File: config.mk
export PLATFORM = sky130hd
export DESIGN_NAME = rvCore
export DESIGN_NICKNAME = d
export VERILOG_FILES = /design/src/hdl/rvPkg.sv /design/src/hdl/stageReg.sv /design/src/hdl/fetchStage.sv /design/src/hdl/decodeStage.sv /design/src/hdl/regFile.sv /design/src/hdl/hazardUnit.sv /design/src/hdl/executeUnit.sv /design/src/hdl/rvCore.sv
export SDC_FILE = /design/constraint.sdc
export NUM_CORES = 2
export LEC_CHECK = 0
export ABC_AREA = 1
export BUFFER_PORTS_ARGS = -buffer_cell sky130_fd_sc_hd__buf_2
export CAP_MARGIN = 30
export CORE_MARGIN = 1.5
export CORE_UTILIZATION = 50
export CTS_CLUSTER_SIZE = 40
export DETAILED_ROUTE_END_ITERATION = 10
export PLACE_DENSITY = 0.66
export SLEW_MARGIN = 15
export SYNTH_ARGS = -nofsm -noshare
export SYNTH_HDL_FRONTEND = slang
export SYNTH_SLANG_ARGS = --single-unit
File: constraint.sdc
create_clock -name clk -period 6.7 [get_ports clk]
set_input_delay 1.34 -clock clk [delete_from_list [all_inputs] [get_ports clk]]
set_output_delay 1.34 -clock clk [all_outputs]
set_load 0.03 [all_outputs]
File: src/hdl/rvPkg.sv
/*
 * RV32I core package
 * Widths, opcode and funct encodings, ALU and forwarding enums, pipeline payloads
 */
package rvPkg;

    ////////////////////////////////////////
    // Widths
    localparam int xlen = 32;

    typedef logic [xlen-1:0] word_t;
    typedef logic [4:0]      regAddr_t;

    localparam word_t resetPc = '0;                    // First fetch address

    ////////////////////////////////////////
    // Opcodes and function codes
    localparam logic [6:0] opCompute   = 7'b0110011;   // R-type ALU
    localparam logic [6:0] opImmediate = 7'b0010011;   // I-type ALU
    localparam logic [6:0] opLoad      = 7'b0000011;
    localparam logic [6:0] opStore     = 7'b0100011;
    localparam logic [6:0] opBranch    = 7'b1100011;
    localparam logic [6:0] opJump      = 7'b1101111;   // JAL only
    localparam logic [6:0] opLoadUpper = 7'b0110111;

    localparam logic [2:0] f3AddSub = 3'b000;
    localparam logic [2:0] f3Sll    = 3'b001;
    localparam logic [2:0] f3Slt    = 3'b010;
    localparam logic [2:0] f3Sltu   = 3'b011;
    localparam logic [2:0] f3Xor    = 3'b100;
    localparam logic [2:0] f3SrlSra = 3'b101;
    localparam logic [2:0] f3Or     = 3'b110;
    localparam logic [2:0] f3And    = 3'b111;
    localparam logic [2:0] f3Beq    = 3'b000;
    localparam logic [2:0] f3Bne    = 3'b001;

    localparam logic [6:0] f7Alt = 7'b0100000;         // Selects sub and sra

    ////////////////////////////////////////
    // ALU and forwarding selects
    typedef enum logic [3:0] {
        aluAdd, aluSub, aluSll, aluSlt, aluSltu, aluXor,
        aluSrl, aluSra, aluOr, aluAnd, aluPassB
    } aluOp_t;

    typedef enum logic [1:0] {
        fwdReg, // Register file value
        fwdMem, // EX/MEM result
        fwdWb   // MEM/WB write data
    } fwdSel_t;

    ////////////////////////////////////////
    // Pipeline payloads
    typedef struct packed {
        word_t pc;
        word_t instr;
    } ifIdPayload_t;

    typedef struct packed {
        word_t    pc;
        word_t    rs1Val;
        word_t    rs2Val;
        word_t    imm;
        regAddr_t rs1;
        regAddr_t rs2;
        regAddr_t rd;
        aluOp_t   aluOp;
        logic     useImm;
        logic     isLoad;
        logic     isStore;
        logic     isBranch;
        logic     isJump;
        logic     regWrite;
        logic     branchOnNe;                           // Taken on not-equal
    } idExPayload_t;

    typedef struct packed {
        word_t    result;
        word_t    storeData;
        regAddr_t rd;
        logic     isLoad;
        logic     isStore;
        logic     regWrite;
    } exMemPayload_t;

    typedef struct packed {
        word_t    wrData;
        regAddr_t rd;
        logic     regWrite;
    } memWbPayload_t;

endpackage

File: src/hdl/stageReg.sv
/*
 * Pipeline register with valid bit
 * Payload type set per instance, hold keeps contents, flush drops the entry
 */
`timescale 1ns/1ps

module stageReg #(
    parameter type payload_t = logic
) (
    input  logic     clk,
    input  logic     arstN,
    input  logic     hold,
    input  logic     flush,
    input  logic     inValid,
    input  payload_t inData,
    output logic     outValid,
    output payload_t outData
);

    always_ff @(posedge clk or negedge arstN) begin
        if (!arstN) begin
            outValid <= 1'b0;
        end else if (flush) begin
            outValid <= 1'b0;                          // Flush beats hold
        end else if (!hold) begin
            outValid <= inValid;
        end
    end

    always_ff @(posedge clk) begin
        if (!hold) begin
            outData <= inData;                         // Payload only, no reset
        end
    end

    validKnown: assert property (@(posedge clk) disable iff (!arstN) !$isunknown(outValid))
        else $error("Pipeline valid bit unknown");

endmodule

File: src/hdl/fetchStage.sv
/*
 * Fetch stage program counter
 * Redirect load, hold, or sequential advance by one word
 */
`timescale 1ns/1ps

module fetchStage (
    input  logic         clk,
    input  logic         arstN,
    input  logic         hold,
    input  logic         redirect,
    input  rvPkg::word_t redirectPc,
    output rvPkg::word_t pc
);

    always_ff @(posedge clk or negedge arstN) begin
        if (!arstN) begin
            pc <= rvPkg::resetPc;
        end else if (redirect) begin
            pc <= redirectPc;                          // Taken branch or JAL wins over stall
        end else if (!hold) begin
            pc <= pc + 32'd4;
        end
    end

    pcAligned: assert property (@(posedge clk) disable iff (!arstN) pc[1:0] == 2'b00)
        else $error("Fetch address not word aligned");

endmodule

File: src/hdl/decodeStage.sv
/*
 * Instruction decode
 * Field split, immediate build, control flags and unsupported-opcode flag
 */
`timescale 1ns/1ps

module decodeStage (
    input  rvPkg::word_t    instr,
    input  logic            inValid,
    output rvPkg::regAddr_t rs1,
    output rvPkg::regAddr_t rs2,
    output rvPkg::regAddr_t rd,
    output rvPkg::word_t    imm,
    output rvPkg::aluOp_t   aluOp,
    output logic            useImm,
    output logic            usesRs2,
    output logic            isLoad,
    output logic            isStore,
    output logic            isBranch,
    output logic            isJump,
    output logic            regWrite,
    output logic            branchOnNe,
    output logic            unsupported
);

    logic [6:0]   opcode;
    logic [2:0]   f3;
    logic [6:0]   f7;
    rvPkg::word_t immI, immS, immB, immJ, immU;
    logic         rawWrite;
    logic         known;

    assign opcode = instr[6:0];
    assign f3     = instr[14:12];
    assign f7     = instr[31:25];
    assign rs1    = instr[19:15];
    assign rs2    = instr[24:20];
    assign rd     = instr[11:7];

    assign immI = {{20{instr[31]}}, instr[31:20]};
    assign immS = {{20{instr[31]}}, instr[31:25], instr[11:7]};
    assign immB = {{19{instr[31]}}, instr[31], instr[7], instr[30:25], instr[11:8], 1'b0};
    assign immJ = {{11{instr[31]}}, instr[31], instr[19:12], instr[20], instr[30:21], 1'b0};
    assign immU = {instr[31:12], 12'b0};

    always_comb begin
        aluOp      = rvPkg::aluAdd;                    // Address adder for loads and stores
        imm        = immI;
        useImm     = 1'b0;
        usesRs2    = 1'b0;
        isLoad     = 1'b0;
        isStore    = 1'b0;
        isBranch   = 1'b0;
        isJump     = 1'b0;
        rawWrite   = 1'b0;
        branchOnNe = (f3 == rvPkg::f3Bne);
        known      = 1'b1;
        case (opcode)
            rvPkg::opCompute, rvPkg::opImmediate: begin
                useImm   = (opcode == rvPkg::opImmediate);
                usesRs2  = !useImm;
                rawWrite = 1'b1;
                case (f3)
                    rvPkg::f3AddSub: aluOp = (!useImm && f7 == rvPkg::f7Alt) ? rvPkg::aluSub
                                                                             : rvPkg::aluAdd;
                    rvPkg::f3Sll:    aluOp = rvPkg::aluSll;
                    rvPkg::f3Slt:    aluOp = rvPkg::aluSlt;
                    rvPkg::f3Sltu:   aluOp = rvPkg::aluSltu;
                    rvPkg::f3Xor:    aluOp = rvPkg::aluXor;
                    rvPkg::f3SrlSra: aluOp = (f7 == rvPkg::f7Alt) ? rvPkg::aluSra  // srai too
                                                                  : rvPkg::aluSrl;
                    rvPkg::f3Or:     aluOp = rvPkg::aluOr;
                    default:         aluOp = rvPkg::aluAnd;
                endcase
            end
            rvPkg::opLoad: begin
                useImm   = 1'b1;
                isLoad   = 1'b1;
                rawWrite = 1'b1;
            end
            rvPkg::opStore: begin
                imm     = immS;
                useImm  = 1'b1;
                usesRs2 = 1'b1;                        // Store data
                isStore = 1'b1;
            end
            rvPkg::opBranch: begin
                imm      = immB;
                usesRs2  = 1'b1;
                isBranch = (f3 == rvPkg::f3Beq) || (f3 == rvPkg::f3Bne); // Others never taken
            end
            rvPkg::opJump: begin
                imm      = immJ;
                isJump   = 1'b1;
                rawWrite = 1'b1;                       // Link register
            end
            rvPkg::opLoadUpper: begin
                imm      = immU;
                aluOp    = rvPkg::aluPassB;
                useImm   = 1'b1;
                rawWrite = 1'b1;
            end
            default: known = 1'b0;
        endcase
    end

    assign regWrite    = rawWrite && (rd != '0);       // x0 writes dropped here
    assign unsupported = inValid && !known;

endmodule

File: src/hdl/regFile.sv
/*
 * Integer register file
 * Two read ports, one write port with write-through, x0 tied to zero
 */
`timescale 1ns/1ps

module regFile (
    input  logic            clk,
    input  logic            arstN,
    input  rvPkg::regAddr_t rdAddrA,
    input  rvPkg::regAddr_t rdAddrB,
    output rvPkg::word_t    rdDataA,
    output rvPkg::word_t    rdDataB,
    input  logic            wrEn,
    input  rvPkg::regAddr_t wrAddr,
    input  rvPkg::word_t    wrData
);

    rvPkg::word_t regs [32];
    logic         wrLive;

    assign wrLive = wrEn && (wrAddr != '0);            // x0 never written

    always_ff @(posedge clk or negedge arstN) begin
        if (!arstN) begin
            for (int i = 0; i < 32; i++) begin
                regs[i] <= '0;
            end
        end else if (wrLive) begin
            regs[wrAddr] <= wrData;
        end
    end

    // Write-back in the same cycle as decode reads the new value
    assign rdDataA = (wrLive && wrAddr == rdAddrA) ? wrData : regs[rdAddrA];
    assign rdDataB = (wrLive && wrAddr == rdAddrB) ? wrData : regs[rdAddrB];

    zeroReg: assert property (@(posedge clk) disable iff (!arstN)
        ((rdAddrA == '0) |-> (rdDataA == '0)) and ((rdAddrB == '0) |-> (rdDataB == '0)))
        else $error("x0 read returned nonzero");

endmodule

File: src/hdl/hazardUnit.sv
/*
 * Hazard unit
 * Load-use stall and operand forwarding selects for execute
 */
`timescale 1ns/1ps

module hazardUnit (
    input  rvPkg::regAddr_t idRs1,
    input  rvPkg::regAddr_t idRs2,
    input  logic            idUsesRs2,
    input  rvPkg::regAddr_t exRs1,
    input  rvPkg::regAddr_t exRs2,
    input  rvPkg::regAddr_t exRd,
    input  logic            exValid,
    input  logic            exIsLoad,
    input  logic            exRegWrite,
    input  rvPkg::regAddr_t memRd,
    input  logic            memValid,
    input  logic            memRegWrite,
    input  rvPkg::regAddr_t wbRd,
    input  logic            wbRegWrite,
    output logic            stall,
    output rvPkg::fwdSel_t  fwdA,
    output rvPkg::fwdSel_t  fwdB
);

    logic memWrites;
    logic exLoadWrites;

    assign memWrites    = memValid && memRegWrite;     // rd nonzero when regWrite set
    assign exLoadWrites = exValid && exIsLoad && exRegWrite;

    // Load in execute feeding decode, data not ready before MEM/WB
    assign stall = exLoadWrites && ((exRd == idRs1) || (idUsesRs2 && exRd == idRs2));

    always_comb begin
        fwdA = rvPkg::fwdReg;
        fwdB = rvPkg::fwdReg;
        if (exValid) begin                             // Bubbles keep register values
            if (memWrites && memRd == exRs1) begin
                fwdA = rvPkg::fwdMem;                  // Younger producer first
            end else if (wbRegWrite && wbRd == exRs1) begin
                fwdA = rvPkg::fwdWb;
            end
            if (memWrites && memRd == exRs2) begin
                fwdB = rvPkg::fwdMem;
            end else if (wbRegWrite && wbRd == exRs2) begin
                fwdB = rvPkg::fwdWb;
            end
        end
    end

endmodule

File: src/hdl/executeUnit.sv
/*
 * Execute stage datapath
 * Operand forwarding, ALU, BEQ/BNE compare, branch and JAL target and link
 */
`timescale 1ns/1ps

module executeUnit (
    input  rvPkg::word_t   pc,
    input  rvPkg::word_t   regA,
    input  rvPkg::word_t   regB,
    input  rvPkg::word_t   imm,
    input  rvPkg::aluOp_t  aluOp,
    input  logic           useImm,
    input  logic           isBranch,
    input  logic           isJump,
    input  logic           branchOnNe,
    input  logic           valid,
    input  rvPkg::fwdSel_t fwdA,
    input  rvPkg::fwdSel_t fwdB,
    input  rvPkg::word_t   memResult,
    input  rvPkg::word_t   wbResult,
    output rvPkg::word_t   result,
    output rvPkg::word_t   storeData,
    output rvPkg::word_t   redirectPc,
    output logic           redirect
);

    rvPkg::word_t srcA, srcB, aluB, aluOut;
    logic         taken;

    always_comb begin
        case (fwdA)
            rvPkg::fwdMem: srcA = memResult;
            rvPkg::fwdWb:  srcA = wbResult;
            default:       srcA = regA;
        endcase
        case (fwdB)
            rvPkg::fwdMem: srcB = memResult;
            rvPkg::fwdWb:  srcB = wbResult;
            default:       srcB = regB;
        endcase
    end

    assign aluB = useImm ? imm : srcB;

    always_comb begin
        case (aluOp)
            rvPkg::aluAdd:   aluOut = srcA + aluB;
            rvPkg::aluSub:   aluOut = srcA - aluB;
            rvPkg::aluSll:   aluOut = srcA << aluB[4:0];
            rvPkg::aluSlt:   aluOut = {31'b0, $signed(srcA) < $signed(aluB)};
            rvPkg::aluSltu:  aluOut = {31'b0, srcA < aluB};
            rvPkg::aluXor:   aluOut = srcA ^ aluB;
            rvPkg::aluSrl:   aluOut = srcA >> aluB[4:0];
            rvPkg::aluSra:   aluOut = $signed(srcA) >>> aluB[4:0];
            rvPkg::aluOr:    aluOut = srcA | aluB;
            rvPkg::aluAnd:   aluOut = srcA & aluB;
            rvPkg::aluPassB: aluOut = aluB;            // LUI
            default:         aluOut = '0;
        endcase
    end

    assign result    = isJump ? pc + 32'd4 : aluOut;   // JAL link address
    assign storeData = srcB;

    assign taken      = branchOnNe ? (srcA != srcB) : (srcA == srcB);
    assign redirect   = valid && (isJump || (isBranch && taken));
    assign redirectPc = pc + imm;

    always_comb begin
        if (redirect) begin
            targetAligned: assert final (redirectPc[1:0] == 2'b00)
                else $error("Branch or jump target not word aligned");
        end
    end

endmodule

File: src/hdl/rvCore.sv
/*
 * Five-stage RV32I core top level
 * Pipeline registers, hazard wiring, memory stage select, halt latch
 */
`timescale 1ns/1ps

module rvCore (
    input  logic            clk,
    input  logic            arstN,
    output rvPkg::word_t    instrAddr,
    input  rvPkg::word_t    instrData,
    output rvPkg::word_t    dataAddr,
    output rvPkg::word_t    dataWrData,
    output logic            dataWrEn,
    input  rvPkg::word_t    dataRdData,
    output logic            wbValid,
    output rvPkg::regAddr_t wbRd,
    output rvPkg::word_t    wbData,
    output logic            halt
);

    rvPkg::word_t          pc, rdDataA, rdDataB, idImm, exResult, exStoreData, redirectPc;
    rvPkg::regAddr_t       idRs1, idRs2, idRd;
    rvPkg::aluOp_t         idAluOp;
    rvPkg::fwdSel_t        fwdA, fwdB;
    logic                  idUseImm, idUsesRs2, idIsLoad, idIsStore, idIsBranch, idIsJump;
    logic                  idRegWrite, idBranchOnNe, unsupported, stall, redirect;
    logic                  ifIdValid, idExValid, exMemValid, memWbValid;
    rvPkg::ifIdPayload_t   ifIdIn, ifId;
    rvPkg::idExPayload_t   idExIn, idEx;
    rvPkg::exMemPayload_t  exMemIn, exMem;
    rvPkg::memWbPayload_t  memWbIn, memWb;

    ////////////////////////////////////////
    // Fetch
    fetchStage uFetch (
        .clk(clk), .arstN(arstN), .hold(stall || halt),
        .redirect(redirect), .redirectPc(redirectPc), .pc(pc)
    );

    assign instrAddr = pc;
    assign ifIdIn    = '{pc: pc, instr: instrData};

    stageReg #(.payload_t(rvPkg::ifIdPayload_t)) uIfId (
        .clk(clk), .arstN(arstN), .hold(stall), .flush(redirect),
        .inValid(!halt), .inData(ifIdIn), .outValid(ifIdValid), .outData(ifId)
    );

    ////////////////////////////////////////
    // Decode
    decodeStage uDecode (
        .instr(ifId.instr), .inValid(ifIdValid), .rs1(idRs1), .rs2(idRs2), .rd(idRd),
        .imm(idImm), .aluOp(idAluOp), .useImm(idUseImm), .usesRs2(idUsesRs2),
        .isLoad(idIsLoad), .isStore(idIsStore), .isBranch(idIsBranch), .isJump(idIsJump),
        .regWrite(idRegWrite), .branchOnNe(idBranchOnNe), .unsupported(unsupported)
    );

    regFile uRegs (
        .clk(clk), .arstN(arstN), .rdAddrA(idRs1), .rdAddrB(idRs2),
        .rdDataA(rdDataA), .rdDataB(rdDataB),
        .wrEn(wbValid), .wrAddr(memWb.rd), .wrData(memWb.wrData)
    );

    hazardUnit uHazard (
        .idRs1(idRs1), .idRs2(idRs2), .idUsesRs2(idUsesRs2),
        .exRs1(idEx.rs1), .exRs2(idEx.rs2), .exRd(idEx.rd), .exValid(idExValid),
        .exIsLoad(idEx.isLoad), .exRegWrite(idEx.regWrite),
        .memRd(exMem.rd), .memValid(exMemValid), .memRegWrite(exMem.regWrite),
        .wbRd(memWb.rd), .wbRegWrite(wbValid), .stall(stall), .fwdA(fwdA), .fwdB(fwdB)
    );

    // Sticky halt, a wrong-path word squashed by redirect does not count
    always_ff @(posedge clk or negedge arstN) begin
        if (!arstN) begin
            halt <= 1'b0;
        end else if (unsupported && !redirect) begin
            halt <= 1'b1;
        end
    end

    assign idExIn = '{pc: ifId.pc, rs1Val: rdDataA, rs2Val: rdDataB, imm: idImm,
                      rs1: idRs1, rs2: idRs2, rd: idRd, aluOp: idAluOp, useImm: idUseImm,
                      isLoad: idIsLoad, isStore: idIsStore, isBranch: idIsBranch,
                      isJump: idIsJump, regWrite: idRegWrite, branchOnNe: idBranchOnNe};

    // Stall inserts a bubble, halting word and younger never enter execute
    stageReg #(.payload_t(rvPkg::idExPayload_t)) uIdEx (
        .clk(clk), .arstN(arstN), .hold(1'b0), .flush(redirect || stall),
        .inValid(ifIdValid && !unsupported && !halt), .inData(idExIn),
        .outValid(idExValid), .outData(idEx)
    );

    ////////////////////////////////////////
    // Execute
    executeUnit uExecute (
        .pc(idEx.pc), .regA(idEx.rs1Val), .regB(idEx.rs2Val), .imm(idEx.imm),
        .aluOp(idEx.aluOp), .useImm(idEx.useImm), .isBranch(idEx.isBranch),
        .isJump(idEx.isJump), .branchOnNe(idEx.branchOnNe), .valid(idExValid),
        .fwdA(fwdA), .fwdB(fwdB), .memResult(exMem.result), .wbResult(memWb.wrData),
        .result(exResult), .storeData(exStoreData), .redirectPc(redirectPc),
        .redirect(redirect)
    );

    assign exMemIn = '{result: exResult, storeData: exStoreData, rd: idEx.rd,
                       isLoad: idEx.isLoad, isStore: idEx.isStore, regWrite: idEx.regWrite};

    stageReg #(.payload_t(rvPkg::exMemPayload_t)) uExMem (
        .clk(clk), .arstN(arstN), .hold(1'b0), .flush(1'b0),
        .inValid(idExValid), .inData(exMemIn), .outValid(exMemValid), .outData(exMem)
    );

    ////////////////////////////////////////
    // Memory and write-back
    assign dataAddr   = exMem.result;
    assign dataWrData = exMem.storeData;
    assign dataWrEn   = exMemValid && exMem.isStore;   // Single pulse per store
    assign memWbIn    = '{wrData: exMem.isLoad ? dataRdData : exMem.result,
                          rd: exMem.rd, regWrite: exMem.regWrite};

    stageReg #(.payload_t(rvPkg::memWbPayload_t)) uMemWb (
        .clk(clk), .arstN(arstN), .hold(1'b0), .flush(1'b0),
        .inValid(exMemValid), .inData(memWbIn), .outValid(memWbValid), .outData(memWb)
    );

    assign wbValid = memWbValid && memWb.regWrite;
    assign wbRd    = memWb.rd;
    assign wbData  = memWb.wrData;

    // Load data is never forwarded from EX/MEM, the stall must cover it
    noLoadFwd: assert property (@(posedge clk) disable iff (!arstN)
        (exMemValid && exMem.isLoad) |-> (fwdA != rvPkg::fwdMem && fwdB != rvPkg::fwdMem))
        else $error("Forwarding from a load still in memory stage");

endmodule

Word-level counts from Yosys, hierarchy flattened
Index checks and enable logic that the tools add are counted.

Equal/unequal tests: 40. Multiplexer cells: 41. Shift operators: 3. Bitwise logic cells: 6. Add/sub/neg operators: 5. Reduce and logical (&&, ||, !) cells: 42. Order comparisons: 6.

Operator list (number): 1024-bit bitwise mux (1); 32-bit two-way mux (12); 32-bit one-hot mux with 11 select lines (1); 32-bit binary-select mux with 5-bit select (2); 32-bit demux with 5-bit select (1); 32-bit one-hot mux with 2 select lines (2); 31-bit one-hot mux with 4 select lines (1); 32-bit by 3-bit adder with 32-bit output, second input constant (2); 32-bit adder (2); 32-bit < comparator (2); 5-bit equality test (8); 32-bit AND (1); 32-bit equality test (1); 32-bit inequality test (1); 32-bit OR (1); 32-bit by 5-bit left shift with 32-bit output (1); 32-bit by 5-bit >> shifter with 32-bit output (1); 32-bit by 5-bit >>> shifter with 32-bit output (1); 32-bit subtractor (1); 32-bit XOR (1); 7-bit by 6-bit equality test with 1-bit output, second input constant (4); 4-bit one-hot mux with 7 select lines (1); 1-bit logical AND (23); 6-bit >= comparator, second input constant (3); other kinds (29) (69).

Bits in registers: 1389. Input port bits: 66. Logic and storage cells: 207. Output and inout bits: 136.

Depth between registers and ports, before layout
Depth after elaboration: 14. Mapped depth: 41. Depth with buffers taken out: 38.

Cells and area by module
From an unflattened synthesis, not the netlist that was laid out.

Cells, all modules: 12428. Area, all modules: 85968.7 sq um.

Modules (own cells, without submodules): regFile (times used 1, area an instance 56638.1 sq um, seq. area each 25624.6 sq um, cells an instance 8330); executeUnit (times used 1, area an instance 14978.1 sq um, seq. area each 0.0 sq um, cells an instance 2991); stageReg (uIdEx) (times used 1, area an instance 4675.7 sq um, seq. area each 4649.5 sq um, cells an instance 160); fetchStage (times used 1, area an instance 2316.0 sq um, seq. area each 800.8 sq um, cells an instance 348); stageReg (uExMem) (times used 1, area an instance 2213.4 sq um, seq. area each 2187.1 sq um, cells an instance 78); stageReg (uIfId) (times used 1, area an instance 1973.1 sq um, seq. area each 1946.9 sq um, cells an instance 70); stageReg (uMemWb) (times used 1, area an instance 1192.4 sq um, seq. area each 1166.1 sq um, cells an instance 44); decodeStage (times used 1, area an instance 883.3 sq um, seq. area each 0.0 sq um, cells an instance 167); rvCore (times used 1, area an instance 573.0 sq um, seq. area each 25.0 sq um, cells an instance 120); hazardUnit (times used 1, area an instance 525.5 sq um, seq. area each 0.0 sq um, cells an instance 120).

Least setup slack after synthesis
Ideal clock, no wire load.

Path type: register -> register. From: register uMemWb.outData[4] (netlist bit). To: register uExMem.outData[63] (netlist bit). Setup slack: 1.408 ns. Stages on the path, launching flop included: 35. Data required time: 6.587 ns. Period minus slack after synthesis: 5.292 ns. Arrival time: 5.179 ns. Path buffers: 6. Library setup time: 0.113 ns. Path through: dfxtp_1 > buf_4 > xor2_1 > nor4_1 > and3_1 > inv_1 > ha_1 > inv_2 > clkbuf_1 > nand2_1 > o21ai_1 > inv_1 > o21ai_2 > inv_1 > clkbuf_1 > clkbuf_1 > buf_2 > ha_1 > buf_2 > a21oi_1 > o21ai_0 > o21bai_1 > a21oi_1 > o21ai_0 > inv_1 > o21ai_0 > nand3_1 > o21ai_0 > nand2_1 > nand2_1 > nor2_1 > nor2_1 > nand2_1 > nand2_1 > nand2_1.

Longest elaborated chain between the ends: 11. Elaborated cells between the ends (all ways): 27. Classes of those cells: 2 x add/sub; 6 x eq/ne; 3 x shift; 11 x mux; 3 x bitwise; 2 x reduce/logical.

RTL lines: start: declaration (RTL line stageReg.sv:17) `output payload_t outData`; start signal: assignment (RTL line stageReg.sv:32) `outData <= inData;`; 5-bit equality test (*) (RTL line hazardUnit.sv:47) `end else if (wbRegWrite && wbRd == exRs2) begin`; 1-bit logical AND (*) (RTL line hazardUnit.sv:47); 2-bit two-way mux (*) (RTL line hazardUnit.sv:47); 2-bit two-way mux (*) (RTL line hazardUnit.sv:45) `if (memWrites && memRd == exRs2) begin`; 2-bit two-way mux (*) (RTL line hazardUnit.sv:39) `if (exValid) begin`; 2-bit equality test or 2-bit by 1-bit equality test with 1-bit output (tied branches) (RTL line executeUnit.sv:37) `case (fwdB)`; 32-bit one-hot mux with 2 select lines (*) (RTL line executeUnit.sv:37); via exStoreData[2] (RTL line rvCore.sv:22) `rvPkg::word_t pc, rdDataA, rdDataB, idImm, exResult, exStoreData, redirectPc;`; 32-bit two-way mux (*) (RTL line executeUnit.sv:44) `assign aluB = useImm ? imm : srcB;`; 32-bit subtractor, or another cell as far along (RTL line executeUnit.sv:49) `rvPkg::aluSub: aluOut = srcA - aluB;`; 32-bit one-hot mux with 11 select lines (*) (RTL line executeUnit.sv:47) `case (aluOp)`; 32-bit two-way mux (*) (RTL line executeUnit.sv:63) `assign result = isJump ? pc + 32'd4 : aluOut;`; via exResult[23] (RTL line rvCore.sv:22); end signal: assignment (RTL line stageReg.sv:32); end: declaration (RTL line stageReg.sv:17).

Mark *: on every way through the listed nets, which the timed path passes. The rest lies on a longest branch. A chain may end at the register's enable or synchronous reset.

Final worst setup path
From: register uMemWb.outData[1] (netlist bit). To: register uExMem.outData[68] (netlist bit).

Longest elaborated chain between the ends: 11. Elaborated cells between the ends (all ways): 27. Classes of those cells: 2 x add/sub; 6 x eq/ne; 3 x shift; 11 x mux; 3 x bitwise; 2 x reduce/logical.

RTL lines (RTL line): 5-bit equality test (hazardUnit.sv:47); 1-bit logical AND (hazardUnit.sv:47); 2-bit two-way mux (hazardUnit.sv:47); 2-bit two-way mux (hazardUnit.sv:45); 2-bit two-way mux (hazardUnit.sv:39); 2-bit equality test or 2-bit by 1-bit equality test with 1-bit output (tied branches) (executeUnit.sv:37); 32-bit one-hot mux with 2 select lines (executeUnit.sv:37); 32-bit two-way mux (executeUnit.sv:44); 32-bit subtractor, or another cell as far along (executeUnit.sv:49); 32-bit one-hot mux with 11 select lines (*) (executeUnit.sv:47); 32-bit two-way mux (*) (executeUnit.sv:63); via exResult[28] (rvCore.sv:22).

Marks and branches as above.

==> metrics.md <==
| Metric | Value |
|---|---|
| Status | completed |
| Switching share of power | between 30 and 40% |
| Final min period | roughly 6.3 ns |
| Placed Cells | 12600 |
| Placer Congestion | 1.09 |
| Die area | roughly 160000 sq um |
| CP Data Arrival Time | a little under 7 ns |
| Reg2reg path depth | 24 |
| Initial antenna violation count | 19 |
| M1 WL | between 100 and 150 mm |
| Die Height | 403 microns |
| Worst reg2reg path startpoint | uMemWb.outData[1] |
| Hold buffers post-CTS | 0 |
| EDFF count, synth | 64 |
| WL per Instance | roughly 29 microns |
| Nets | approximately 11000 |
| Simple-gate portion of the synthesized area | about a fifth |
| Routed wire length | about 370 mm |
| PortBufs | around 200 |
| Beginning of the critical path | uMemWb.outData[1] |
| Final hold slack | roughly 0.33 ns |
| Cell Area, Synth | between 70000 and 80000 sq um |
| HP Start | uIdEx.outData[4] |
| Vias | ~84000 |
| Main combinational cell family by area after synthesis | compound AO/OA/AOI/OAI gates |
| Synth cell types | between 60 and 70 |
| Most common cell after layout, fill and taps aside | o21ai_0 |
| Starting Density | 50.4% |
| Post-synthesis mux area share | 0% |
| Max_cap viols | 0 |
| Clk buf depth | 3 |
| Congestion Overflow GR | 0 |
| Final Non-Filler Cells | 12900 |
| Flop and latch count out of synthesis | 1389 |
| P_leak | 38.7 nW |
| P_sw | ~8.8 mW |
| Endpoints failing setup | 0 |
| Crit start category | flop |
| Die width | about 400 microns |
| Commonest cells after routing, fill and taps aside | 2614 x o21ai_0, 2042 x nand2_1, 1600 x nor2_1 |
| Row Count | about 150 |
| Clock power frac | between 30% and 40% |
| Xor/xnor share of the synthesized area | less than 1% |
| Antenna Nets Post-Route | 0 |
| Worst-case vdd ir drop | about 0.29 mV |
| Largest net degree at the start of global routing | between 150 and 200 |
| Synthesis-to-layout area growth | 9.16% |
| Warnings, synthesis | 0 |
| Core area | ~160000 sq um |
| Post-Synthesis Cells | approximately 11000 |
| R2r setup slk | around 0.4 ns |
| Met3 Routed Length | approximately 43 mm |
| Worst Hold End | uExMem.outData[1] |
| Mapped Avg Cell Area | 7.17 sq um |
| Fmax | roughly 160 MHz |
| Syn nets | between 10000 and 15000 |
| Clock root buffer | clkbuf_16 |
| Logic pwr share | around a quarter |
| Met2 wire len | between 150 and 200 mm |
| Hpwl dp | between 200 and 250 mm |
| Critical setup path kind | flop to flop |
| Worst EP required | between 7 and 8 ns |
| Post-CTS Setup Bufs | 0 |
| Sequential power share | roughly two fifths |
| CP max FO | 31 |
| Sequential share of the synthesized area | a little over two fifths |
| CTS clk-pin slew, worst paths | around 0.07 ns |
| GRT Util Overall | ~44% |
| DRC errors left | 0 |
| Clock Skews | about 0.057 ns |
| TNS Setup | 0 ns |
| Htree depth | 4 |
| Slew headroom | about 16% |
| Final worst-path cycle share | between 90% and 100% |
| CTS Buf Count | between 150 and 200 |
| Max layer used | met5 |
| Tightest Hold Check Type | flop to flop |
| Pint | 15.1 mW |
| DRT Pass-1 Iters | 9 |
| RSZ-0062 raised after global routing | false |
| CP Capture Type | flop |
| Detailed Route Iter0 Violations | 13400 |
| Synth Area in Compound Gates | between 20 and 30% |
| Main synth FF type | dfrtp_1 |
| Vias per cell | roughly 6.5 |
| Io pins | 202 |
| First-pass GRT wire length | around 530 mm |
| Post-cts gate resize count | 0 |
| CTS tree | built |
| Share of cells above drive strength 1 | approximately 7.4% |
| PD cells | approximately 270 nW/um^2 |
| CTS Sinks | between 1000 and 1500 |
| Vias in the first global route | between 70000 and 80000 |
| Least-Margin Pin Slew | between 1 and 1.5 ns |
| Worst r2r dst | uExMem.outData[68] |
| Adder-Cell Fraction of Synth Area | under 10% |
| Worst-Skew Late Latency | between 0.8 and 0.9 ns |
| Final slew viol count | 0 |
| Final Hold Viols | 0 |
| Ys async rst share | about three quarters |
| Hold path depth | 0 |
## synth_stat cells, types with 101 or more instances
cell / count / area share, %
o21ai_0: 2616 / 16
nand2_1: 2058 / 9.7
nor2_1: 1603 / 7.5
dfrtp_1: 1061 / 33
clkbuf_1: 864 / 4.1
o22ai_1: 605 / 4.7
inv_1: 495 / 2.3
nand3_1: 441 / 2.8
dfxtp_1: 264 / 6.6
a21oi_1: 181 / 1.1
ha_1: 139 / 2.2
buf_4: 111 / 1.0
o221ai_1: 101 / 1.1
## metal layers
layer | global-route usage [%] | vias to the layer above
met4 | 26.9 | 10
met1 | 59.2 | 40300
met3 | 10.8 | 1211
li1 | - | 36900
met2 | 65.4 | 5747
met5 | 0 | -
## power groups by stage
| stage | combinational, mW | sequential (mW) | clock (mW) |
|---|---|---|---|
| after floorplan | 3.52 | 8.98 | 0 |
| after global placement | 5.58 | 9.33 | 0 |
| after detailed placement | 5.64 | 9.31 | 0 |
| after CTS | 5.65 | 9.16 | 8.91 |
| after global routing | 6.14 | 9.16 | 9.24 |
| final | 5.87 | 9.20 | 8.85 |
## worst max-delay path, stage by stage (launching register included)
cell and delay, ns:
dfxtp_1 0.54, xor2_1 0.12, nor4_1 0.30, and3_1 0.25
inv_1 0.06, ha_1 0.30, inv_2 0.42, buf_4 0.29
o21ai_0 0.16, o21ai_0 0.79, ha_1 0.49, nand2_1 0.18
nor4_1 0.32, nand2_1 0.14, nand2_1 0.14, a21oi_1 0.14
o21bai_1 0.41, a21o_1 0.22, inv_1 0.07, o21a_1 0.19
or2_2 0.27, nand3_1 0.07, nand3_1 0.08, nand2_1 0.09
nand2_1 0.07
## final cells by class
cell class / instances / area (sq um)
antenna: 7 / 17.5
timing repair buffer: 442 / 3470
clock buffer: 227 / 4520
multi-input combinational: 8191 / 40000
sequential: 1389 / 33800
tap: 2072 / 2590
fill: 15100 / 71300
inverter: 516 / 1980
clock inverter: 62 / 726
## logic make-up (layout without fill, tap and decap cells)
family / after synthesis / in the layout
AOI/OAI and AO/OA: 3698 / 3698
xor gates and xnor gates: 85 / 85
adders and majority gates: 142 / 142
buffers and inverters: 1547 / 1247
DFF: 1389 / 1389
other: 0 / 7
and+or+nand+nor: 4266 / 4266
## sequential cells by signal, indices dropped and copies added, names as in the netlist
signal           flops
uRegs.regs        1024
uIdEx.outData      154
uExMem.outData      72
uIfId.outData       64
uMemWb.outData      38
uFetch.pc           32
halt                 1
uExMem.outValid      1
uIdEx.outValid       1
uIfId.outValid       1
uMemWb.outValid      1
## per-stage QoR
step                setup slack (ns)  power, mW  utilization (%)  cell area [sq um]
floorplan                       1.41       12.5                -              79800
global placement               0.818       14.9             51.3              81300
detailed placement             0.705       15.0             51.5              81600
CTS                            0.675       23.7             54.8              86800
global route                   0.138       24.5             55.0              87100
finish                         0.403       23.9             55.0              87100
## worst max path at each step
stage	to	slack [ns]	cells after the start
global placement	uExMem.outData[68]	0.82	29
floorplan	uExMem.outData[63]	1.41	34
detailed placement	uExMem.outData[68]	0.71	29
global route	uExMem.outData[68]	0.14	24
CTS	uExMem.outData[68]	0.67	29
finish	uExMem.outData[68]	0.40	24
(Power assumes the default switching activity.)
